--- config.mk ---
export PLATFORM = sky130hd
export DESIGN_NAME = alu_wb_top
export DESIGN_NICKNAME = d
export VERILOG_FILES = /design/src/verilog/pkg_tpu.sv /design/src/verilog/pkg_wb.sv /design/src/verilog/exe_if.sv /design/src/verilog/ma_unit.sv /design/src/verilog/idiv_step_counter.sv /design/src/verilog/idiv_unit.sv /design/src/verilog/alu.sv /design/src/verilog/alu_wb_top.sv
export VERILOG_INCLUDE_DIRS = /design/src /design/src/verilog
export SDC_FILE = /design/constraint.sdc
export NUM_CORES = 2
export LEC_CHECK = 0
export ABC_AREA = 1
export BUFFER_PORTS_ARGS = -buffer_cell sky130_fd_sc_hd__clkbuf_2
export CAP_MARGIN = 10
export CORE_MARGIN = 2
export CORE_UTILIZATION = 35
export CTS_BUF_LIST = sky130_fd_sc_hd__clkbuf_16
export CTS_CLUSTER_DIAMETER = 40
export DETAILED_ROUTE_END_ITERATION = 8
export PLACE_DENSITY = 0.6
export SETUP_SLACK_MARGIN = 0.3
export SLEW_MARGIN = 40
export SYNTH_ARGS = -nofsm -noshare
export SYNTH_HDL_FRONTEND = slang
export SYNTH_SLANG_ARGS = --single-unit
--- constraint.sdc ---
create_clock -name clock -period 12.5 [get_ports clock]
set_input_delay 1.25 -clock clock [delete_from_list [all_inputs] [get_ports clock]]
set_output_delay 1.25 -clock clock [all_outputs]
set_load 0.05 [all_outputs]
--- src/verilog/alu_params.svh ---
////////////////////////////////////////
// Sizing macros for the integer cluster
// Included by the packages and by the RTL
// that needs a width or a step count
////////////////////////////////////////
`ifndef ALU_PARAMS_SVH
`define ALU_PARAMS_SVH

// Operand and result word
`define ALU_DATA_W		32

// Issue number, wraps modulo this width
`define ALU_ISSUE_W		6

`define ALU_DIV_STEPS	`ALU_DATA_W		// One quotient bit per step
`define ALU_WB_ADDR_W	3				// Host word address

`endif

--- src/verilog/pkg_tpu.sv ---
////////////////////////////////////////
// Execution path types of the cluster
// Operand words, issue numbers and the
// token that rides along with a command
////////////////////////////////////////
`include "alu_params.svh"

package pkg_tpu;

	typedef logic [`ALU_DATA_W-1:0]		data_t;
	typedef logic [`ALU_ISSUE_W-1:0]	issue_no_t;

	// Operation classes
	typedef enum logic [2:0] {
		op_add	= 3'd0,
		op_sub	= 3'd1,
		op_mul	= 3'd2,
		op_madd	= 3'd3,
		op_div	= 3'd4
	} op_class_t;

	// Low byte of the command register
	typedef struct packed {
		logic [3:0]	rsvd;
		logic		sub_op;		// Remainder select on divide
		op_class_t	op_class;
	} op_t;

	typedef struct packed {
		op_t		op;
		issue_no_t	issue_no;	// Stamped at issue
	} pipe_exe_tmp_t;

endpackage

--- src/verilog/pkg_wb.sv ---
////////////////////////////////////////
// Host bus view of the cluster
// Register map and STATUS word layout
////////////////////////////////////////
`include "alu_params.svh"

package pkg_wb;

	typedef enum logic [`ALU_WB_ADDR_W-1:0] {
		reg_src1	= 3'd0,
		reg_src2	= 3'd1,
		reg_src3	= 3'd2,
		reg_cmd		= 3'd3,		// Write issues the command
		reg_result	= 3'd4,		// Read frees the result slot
		reg_status	= 3'd5
	} reg_addr_t;

	typedef struct packed {
		logic [`ALU_DATA_W-`ALU_ISSUE_W-9:0]	rsvd_hi;
		logic [`ALU_ISSUE_W-1:0]				issue_no;	// Bits 13:8
		logic [4:0]								rsvd_lo;
		logic									busy_div;
		logic									busy_ma;
		logic									result_valid;
	} status_t;

endpackage

--- src/verilog/exe_if.sv ---
////////////////////////////////////////
// Link between the ALU and one execution
// unit. Carries the command in and the
// finished result back out
////////////////////////////////////////
`timescale 1ns/1ps

interface exe_if #(
	parameter type TYPE = pkg_tpu::pipe_exe_tmp_t
) ();

	// Command group
	logic				en;
	pkg_tpu::data_t		data1;
	pkg_tpu::data_t		data2;
	pkg_tpu::data_t		data3;
	TYPE				token;

	logic				ready;		// Unit can accept this clock

	// Result group, held while valid
	logic				valid;
	pkg_tpu::data_t		data;
	TYPE				token_out;
	logic				take;		// ALU writes the result back

	modport alu (output en, data1, data2, data3, token, take,
		input ready, valid, data, token_out);
	modport unit (input en, data1, data2, data3, token, take,
		output ready, valid, data, token_out);

endinterface

--- src/verilog/ma_unit.sv ---
////////////////////////////////////////
// Multiply-add unit, three stages deep
// Add, sub, mul and madd with the token
// carried next to each stage. Stalls as a
// whole when the last stage is not taken
////////////////////////////////////////
`timescale 1ns/1ps

module ma_unit #(
	parameter type TYPE = pkg_tpu::pipe_exe_tmp_t
)(
	input			clock,
	input			rst_n,
	exe_if.unit		exe
);

	logic				v1, v2, v3;
	TYPE				tok1, tok2, tok3;
	pkg_tpu::data_t		a1, b1, c1;
	pkg_tpu::data_t		r2, c2;
	pkg_tpu::data_t		r3;
	logic				stall;

	assign stall		= v3 & ~exe.take;	// Oldest result still held
	assign exe.ready	= ~stall;

	always_ff @(posedge clock or negedge rst_n) begin
		if (!rst_n) begin
			v1 <= 1'b0;
			v2 <= 1'b0;
			v3 <= 1'b0;
		end else if (!stall) begin
			v1 <= exe.en;
			v2 <= v1;
			v3 <= v2;
		end
	end

	always_ff @(posedge clock) begin
		if (!stall) begin
			// Stage 1, operand capture
			tok1 <= exe.token;
			a1 <= exe.data1;
			b1 <= exe.data2;
			c1 <= exe.data3;
			// Stage 2, sum or product
			tok2 <= tok1;
			c2 <= c1;
			case (tok1.op.op_class)
				pkg_tpu::op_add:	r2 <= a1 + b1;
				pkg_tpu::op_sub:	r2 <= a1 - b1;
				default:			r2 <= a1 * b1;	// Low word only
			endcase
			// Stage 3, accumulate for madd
			tok3 <= tok2;
			r3 <= (tok2.op.op_class == pkg_tpu::op_madd) ? r2 + c2 : r2;
		end
	end

	assign exe.valid		= v3;
	assign exe.data			= r3;
	assign exe.token_out	= tok3;

endmodule

--- src/verilog/idiv_step_counter.sv ---
////////////////////////////////////////
// Iteration counter of the divider
// Loads on start, counts down per step
////////////////////////////////////////
`timescale 1ns/1ps
`include "alu_params.svh"

module idiv_step_counter (
	input		clock,
	input		rst_n,
	input		start,
	input		step,
	output		last
);

	localparam int CNT_W = $clog2(`ALU_DIV_STEPS);

	logic [CNT_W-1:0]	cnt;

	always_ff @(posedge clock or negedge rst_n) begin
		if (!rst_n)
			cnt <= '0;
		else if (start)
			cnt <= CNT_W'(`ALU_DIV_STEPS - 1);
		else if (step && cnt != '0)
			cnt <= cnt - 1'b1;
	end

	assign last = step & (cnt == '0);		// Final iteration

endmodule

--- src/verilog/idiv_unit.sv ---
////////////////////////////////////////
// Iterative integer divider
// Restoring shift-subtract, one quotient
// bit per clock. Result is held until the
// ALU takes it, quotient or remainder
// picked by the token's sub-op bit
////////////////////////////////////////
`timescale 1ns/1ps

module idiv_unit #(
	parameter type TYPE = pkg_tpu::pipe_exe_tmp_t
)(
	input			clock,
	input			rst_n,
	exe_if.unit		exe
);

	localparam int W = $bits(pkg_tpu::data_t);

	typedef enum logic [1:0] {
		st_idle,
		st_run,
		st_hold
	} state_t;

	state_t				state;
	logic				start, step, last;
	pkg_tpu::data_t		rem, quot, dvsr;
	TYPE				tok;
	logic [W:0]			shifted;
	logic [W:0]			diff;

	assign exe.ready	= (state == st_idle);
	assign start		= exe.en & exe.ready;
	assign step			= (state == st_run);

	//////////////////////////////////////
	// Control
	//////////////////////////////////////
	always_ff @(posedge clock or negedge rst_n) begin
		if (!rst_n)
			state <= st_idle;
		else begin
			case (state)
				st_idle:	if (start) state <= st_run;
				st_run:		if (last) state <= st_hold;
				st_hold:	if (exe.take) state <= st_idle;
				default:	state <= st_idle;
			endcase
		end
	end

	idiv_step_counter u_cnt (
		.clock	(clock),
		.rst_n	(rst_n),
		.start	(start),
		.step	(step),
		.last	(last)
	);

	//////////////////////////////////////
	// Datapath
	//////////////////////////////////////
	assign shifted	= {rem, quot[W-1]};
	assign diff		= shifted - {1'b0, dvsr};

	always_ff @(posedge clock) begin
		if (start) begin
			rem <= '0;
			quot <= exe.data1;		// Dividend shifts out as quotient shifts in
			dvsr <= exe.data2;
			tok <= exe.token;
		end else if (step) begin
			if (shifted >= {1'b0, dvsr}) begin
				rem <= diff[W-1:0];
				quot <= {quot[W-2:0], 1'b1};
			end else begin
				rem <= shifted[W-1:0];
				quot <= {quot[W-2:0], 1'b0};
			end
		end
	end

	// A zero divisor subtracts nothing on every step, so the quotient
	// fills with ones and rem ends up as the dividend
	assign exe.valid		= (state == st_hold);
	assign exe.data			= tok.op.sub_op ? rem : quot;
	assign exe.token_out	= tok;

endmodule

--- src/verilog/alu.sv ---
////////////////////////////////////////
// ALU dispatch of the integer cluster
// Steers each command to the multiply-add
// or the divide unit, then hands the oldest
// finished result to write-back
////////////////////////////////////////
`timescale 1ns/1ps

module alu #(
	parameter type TYPE = pkg_tpu::pipe_exe_tmp_t
)(
	input						clock,
	input						rst_n,
	input	pkg_tpu::issue_no_t	issue_no,		// Current issue number
	input						req,
	input	TYPE				command,
	input	pkg_tpu::data_t		src_data1,
	input	pkg_tpu::data_t		src_data2,
	input	pkg_tpu::data_t		src_data3,
	output						accept,
	input						slot_free,
	output	TYPE				wb_token,
	output	pkg_tpu::data_t		wb_data,
	output						alu_done
);

	exe_if #(.TYPE(TYPE)) ma_if ();
	exe_if #(.TYPE(TYPE)) div_if ();

	logic					is_div;
	logic					en_ma, en_div;
	pkg_tpu::issue_no_t		life_ma, life_div;
	logic					sel_div;

	//////////////////////////////////////
	// Issue side
	//////////////////////////////////////
	assign is_div	= (command.op.op_class == pkg_tpu::op_div);
	assign en_ma	= req & ~is_div;	// Every other class runs on MA
	assign en_div	= req & is_div;
	assign accept	= (en_ma & ma_if.ready) | (en_div & div_if.ready);

	assign ma_if.en		= en_ma;
	assign ma_if.data1	= en_ma ? src_data1 : '0;
	assign ma_if.data2	= en_ma ? src_data2 : '0;
	assign ma_if.data3	= en_ma ? src_data3 : '0;
	assign ma_if.token	= en_ma ? command : '0;

	assign div_if.en	= en_div;
	assign div_if.data1	= en_div ? src_data1 : '0;	// Dividend
	assign div_if.data2	= en_div ? src_data2 : '0;	// Divisor
	assign div_if.data3	= '0;
	assign div_if.token	= en_div ? command : '0;

	//////////////////////////////////////
	// Write-back side
	//////////////////////////////////////
	// Age modulo the issue width
	assign life_ma	= issue_no - ma_if.token_out.issue_no;
	assign life_div	= issue_no - div_if.token_out.issue_no;

	assign sel_div	= div_if.valid & (~ma_if.valid | (life_div > life_ma));
	assign alu_done	= (ma_if.valid | div_if.valid) & slot_free;

	assign ma_if.take	= alu_done & ~sel_div;
	assign div_if.take	= alu_done & sel_div;

	assign wb_token	= sel_div ? div_if.token_out : ma_if.token_out;
	assign wb_data	= sel_div ? div_if.data : ma_if.data;

	ma_unit #(.TYPE(TYPE)) u_ma (
		.clock	(clock),
		.rst_n	(rst_n),
		.exe	(ma_if.unit)
	);

	idiv_unit #(.TYPE(TYPE)) u_div (
		.clock	(clock),
		.rst_n	(rst_n),
		.exe	(div_if.unit)
	);

endmodule

--- src/verilog/alu_wb_top.sv ---
////////////////////////////////////////
// Top of the integer cluster
// Wishbone classic slave with source and
// command registers, the issue counter and
// a single result slot the host reads back
////////////////////////////////////////
`timescale 1ns/1ps
`include "alu_params.svh"

module alu_wb_top (
	input								clock,
	input								rst_n,
	input								wb_cyc,
	input								wb_stb,
	input								wb_we,
	input	[`ALU_WB_ADDR_W-1:0]		wb_adr,
	input	pkg_tpu::data_t				wb_dat_w,
	output	pkg_tpu::data_t				wb_dat_r,
	output								wb_ack
);

	logic						pend;			// Strobe seen last clock
	logic						cmd_wr, res_rd, cmd_acc, cmd_is_div;
	logic						req, accept, alu_done, wb_is_div;
	pkg_tpu::data_t				src1, src2, src3;
	pkg_tpu::issue_no_t			issue_cnt;
	pkg_tpu::pipe_exe_tmp_t		cmd_token, wb_token;
	pkg_tpu::data_t				wb_data;
	logic						res_valid;
	pkg_tpu::data_t				res_data;
	pkg_tpu::issue_no_t			res_issue;
	logic [1:0]					ma_cnt;			// MA ops in flight
	logic						div_busy;
	pkg_wb::status_t			status;

	assign cmd_wr	= wb_we & (wb_adr == pkg_wb::reg_cmd);
	assign req		= pend & wb_cyc & wb_stb & cmd_wr;
	assign wb_ack	= pend & wb_cyc & wb_stb & (~cmd_wr | accept);	// CMD waits on unit
	assign cmd_acc	= wb_ack & cmd_wr;
	assign res_rd	= wb_ack & ~wb_we & (wb_adr == pkg_wb::reg_result);

	always_comb begin
		cmd_token.op = pkg_tpu::op_t'(wb_dat_w[7:0]);
		cmd_token.issue_no = issue_cnt;
	end

	assign cmd_is_div	= (cmd_token.op.op_class == pkg_tpu::op_div);
	assign wb_is_div	= (wb_token.op.op_class == pkg_tpu::op_div);

	//////////////////////////////////////
	// Control state
	//////////////////////////////////////
	always_ff @(posedge clock or negedge rst_n) begin
		if (!rst_n) begin
			pend <= 1'b0;
			issue_cnt <= '0;
			res_valid <= 1'b0;
			res_data <= '0;
			res_issue <= '0;
			ma_cnt <= '0;
			div_busy <= 1'b0;
		end else begin
			pend <= wb_ack ? 1'b0 : (wb_cyc & wb_stb);
			if (cmd_acc)
				issue_cnt <= issue_cnt + 1'b1;
			// Load and release never overlap
			if (alu_done) begin
				res_valid <= 1'b1;
				res_data <= wb_data;
				res_issue <= wb_token.issue_no;
			end else if (res_rd)
				res_valid <= 1'b0;
			case ({cmd_acc & ~cmd_is_div, alu_done & ~wb_is_div})
				2'b10:		ma_cnt <= ma_cnt + 1'b1;
				2'b01:		ma_cnt <= ma_cnt - 1'b1;
				default:	ma_cnt <= ma_cnt;
			endcase
			if (cmd_acc && cmd_is_div)
				div_busy <= 1'b1;
			else if (alu_done && wb_is_div)
				div_busy <= 1'b0;
		end
	end

	// Source operands
	always_ff @(posedge clock) begin
		if (wb_ack && wb_we) begin
			case (pkg_wb::reg_addr_t'(wb_adr))
				pkg_wb::reg_src1:	src1 <= wb_dat_w;
				pkg_wb::reg_src2:	src2 <= wb_dat_w;
				pkg_wb::reg_src3:	src3 <= wb_dat_w;
				default:			;
			endcase
		end
	end

	//////////////////////////////////////
	// Read back
	//////////////////////////////////////
	always_comb begin
		status = '0;
		status.result_valid = res_valid;
		status.busy_ma = (ma_cnt != '0);
		status.busy_div = div_busy;
		status.issue_no = res_issue;
		case (pkg_wb::reg_addr_t'(wb_adr))
			pkg_wb::reg_src1:	wb_dat_r = src1;
			pkg_wb::reg_src2:	wb_dat_r = src2;
			pkg_wb::reg_src3:	wb_dat_r = src3;
			pkg_wb::reg_result:	wb_dat_r = res_data;
			pkg_wb::reg_status:	wb_dat_r = status;
			default:			wb_dat_r = '0;
		endcase
	end

	alu #(.TYPE(pkg_tpu::pipe_exe_tmp_t)) u_alu (
		.clock		(clock),
		.rst_n		(rst_n),
		.issue_no	(issue_cnt),
		.req		(req),
		.command	(cmd_token),
		.src_data1	(src1),
		.src_data2	(src2),
		.src_data3	(src3),
		.accept		(accept),
		.slot_free	(~res_valid),
		.wb_token	(wb_token),
		.wb_data	(wb_data),
		.alu_done	(alu_done)
	);

endmodule

==> metrics.txt <==
status finished clean; critical path type flip-flop to flip-flop; Final ANT Viol Nets 0; Pins Over Slew Limit 0; H-tree levels 3; Longest Clk Path Bufs 3; die width 353.5 um; Vias/cell 4.972; final hold vios 0; Syn-to-layout area delta 11.60%; number of flops mapped to enable cells by yosys 389; filler instances 12.33k; Vias 34.18k; worst-path cell with the longest stage delay edfxtp_1; register area share after synthesis 0.3228; Critical Path Source Type flip-flop; CP Launch Point u_alu.u_ma.a1[17]; DRC 0; Worst Hold Class flip-flop to flip-flop; CTS root buffer clkbuf_16; # resized after CTS 0; setup_tns 0 ns; clock slew at reported path FFs 0.06 ns; port bufs 72; ys flop type edfxtp_1; Final Skew 0.05359 ns; grt total ovfl 0; # rows 128; vias in the first global route 34.97k; layout cells sized above 1 0.06554; Max-slew headroom 0.4302; Reg area 13,800 um2; Max Clock Freq 138.9 MHz; diode count 0; Setup-failing EPs final 0; antenna violations before repair 2; Die Ht 353.5 um; DIE AREA 124,900 um2; DRT Wirelength 131,000 um; Final min period 7.198 ns; actual slew at the worst max-slew pin 0.8547 ns; Mean Syn Cell Area 8.275 um2; maximum number of pins on one net before global-route repair 95; Clock Latency Late Sink 0.65 ns; Crit path top cell by count fa_1; crit path DAT 7.53 ns; total I/O pin count 73; Post-Synthesis Cells 5,165; TritonCTS Buffers 76; DRT iter0 DRCs 2,881; Starting Density 0.3516; Placer Congestion 0.9260; Core Footprint 121,600 um2; Max-Cap Viols 0; yosys warns 0; DR WL/cell 19.05 um; TritonCTS clock tree done; Nets 5,877; post-CTS setup buffer count 0; Worst Hold Launch u_alu.u_ma.c1[21]; Sink Count 480; Synth cell types 61; DR pass1 iterations 6; Critical Path Fanout Max 17; commonest non-fill, non-tap cells in the layout nand2_1 (1,299), inv_1 (1,164), fa_1 (413); cell family with most CP delay adder cells; most common cell after layout, fill and taps aside nand2_1; hpwl dp 98,540 um; max incr delay on CP 0.89 ns; RSZ-0062 raised after global routing no; first-pass GRT wire length 204,000 um; crit path cell chain nand2_1 -> inv_1 -> fa_1 -> fa_1 -> fa_1 -> inv_1 -> fa_1 -> inv_1 -> fa_1 -> fa_1 -> fa_1 -> fa_1 -> ha_1 -> nand2_1 -> nor4_1 -> nand4_1 -> nand3_1 -> a21oi_1 -> o21ai_0 -> nand2_1 -> nand2_1 -> o21ai_0; area of the multi-input gates 23,770 um2; Worst R2R Start u_alu.u_ma.a1[17]; asr flop ratio synth 0.1229; post-synthesis register bit count 480; CTS Hold Bufs 0; CP endpoint kind flip-flop; part of the cycle the worst path needs 0.5758; mapped cell area 42,740 um2; overall routing resource usage 0.2103; CP bufs+invs 3; WP data required 12.83 ns
## path summary, 6_finish.rpt
path,endpoint,slack [ns],cells past startpoint
hold / removal,u_alu.u_ma.c2[21],0.40,0
hold reg to reg,u_alu.u_ma.c2[21],0.40,0
setup / recovery,u_alu.u_ma.r2[29],5.30,22
max in group asynchronous,u_alu.u_div.u_cnt.cnt[2],11.17,2
min in group asynchronous,pend,0.42,1
setup reg to reg,u_alu.u_ma.r2[29],5.30,22
## final cells by class
cell class                 instances  area share
multi-input combinational       3320      0.4983
sequential                       480      0.2893
clock inverter                    66     0.01807
timing repair buffer             139     0.01983
tap                             1625     0.04262
inverter                        1168     0.09202
clock buffer                      76     0.03987
## worst register-to-register path: stages, from the launching register on
cell and delay [ns]:
edfxtp_1 0.89, nand2_1 0.12, inv_1 0.11, fa_1 0.41
fa_1 0.49, fa_1 0.52, inv_1 0.05, fa_1 0.48
inv_1 0.05, fa_1 0.48, fa_1 0.58, fa_1 0.44
fa_1 0.46, ha_1 0.42, nand2_1 0.17, nor4_1 0.39
nand4_1 0.13, nand3_1 0.19, a21oi_1 0.12, o21ai_0 0.24
nand2_1 0.08, nand2_1 0.06, o21ai_0 0.07
## per-stage QoR
stage                     cell area [um2]    util  hold slack, ns  std cells  setup slack [ns]
final                               47700  0.3924          0.4029       6874             5.302
after global routing                47700  0.3924          0.4095       6874             4.832
after CTS                           47690  0.3923          0.3949       6873             5.266
after detailed placement            44930  0.3696          0.4045       6731             5.300
after global placement              44800  0.3686          0.4010       6724             5.116
after floorplan                     42750       -          0.4003       5166             2.531
## synth_stat cells, types with 6 or more instances
cell type,instances,share of area
nand2_2,8,0.0012
buf_6,8,0.0021
o21ai_0,204,0.024
dfrtp_1,59,0.035
o211ai_1,36,0.0063
fa_1,413,0.19
nand4_1,30,0.0044
a21oi_1,147,0.017
inv_1,1160,0.10
clkbuf_1,142,0.012
o21ai_2,14,0.0029
nor2_1,320,0.028
o21ai_1,37,0.0043
buf_1,33,0.0029
inv_2,6,0.00053
nand3_1,226,0.026
a21o_1,13,0.0023
a221oi_1,12,0.0025
dfxtp_1,32,0.015
nor4_1,8,0.0012
nand2_1,1300,0.11
o21bai_1,23,0.0040
ha_1,239,0.070
xnor2_1,45,0.0092
o221ai_1,8,0.0016
o2111ai_1,24,0.0049
or2_2,18,0.0026
edfxtp_1,389,0.27
a21boi_0,6,0.0011
a31oi_1,33,0.0048
nand3b_1,18,0.0032
nor3_1,26,0.0030
xor2_1,64,0.013
buf_2,14,0.0016
## per-layer routing
metal	GRT usage	routed length [um]	up-vias
li1	-	-	16051
met5	0	0	-
met4	0.07115	4403	0
met1	0.2906	57450	16755
met3	0.02242	7847	217
met2	0.3444	61250	1152
## kinds of logic (layout without fill, tap and decap cells)
group | count (synthesis) | in the layout | synth area share
AND/OR/NAND/NOR | 1975 | 1975 | 0.1885
buffers and inverters | 1366 | 1449 | 0.1219
adder cells (fa/ha/maj) | 652 | 652 | 0.2634
AO/OA/AOI/OAI | 581 | 581 | 0.08077
flip-flops | 480 | 480 | 0.3228
XOR/XNOR | 109 | 109 | 0.02234
other | 1 | 2 | 0.00008774
multiplexers | 1 | 1 | 0.0002342
Power is not shown: default switching activity piles up to over one toggle a cycle in this logic, so the estimate is an artifact.
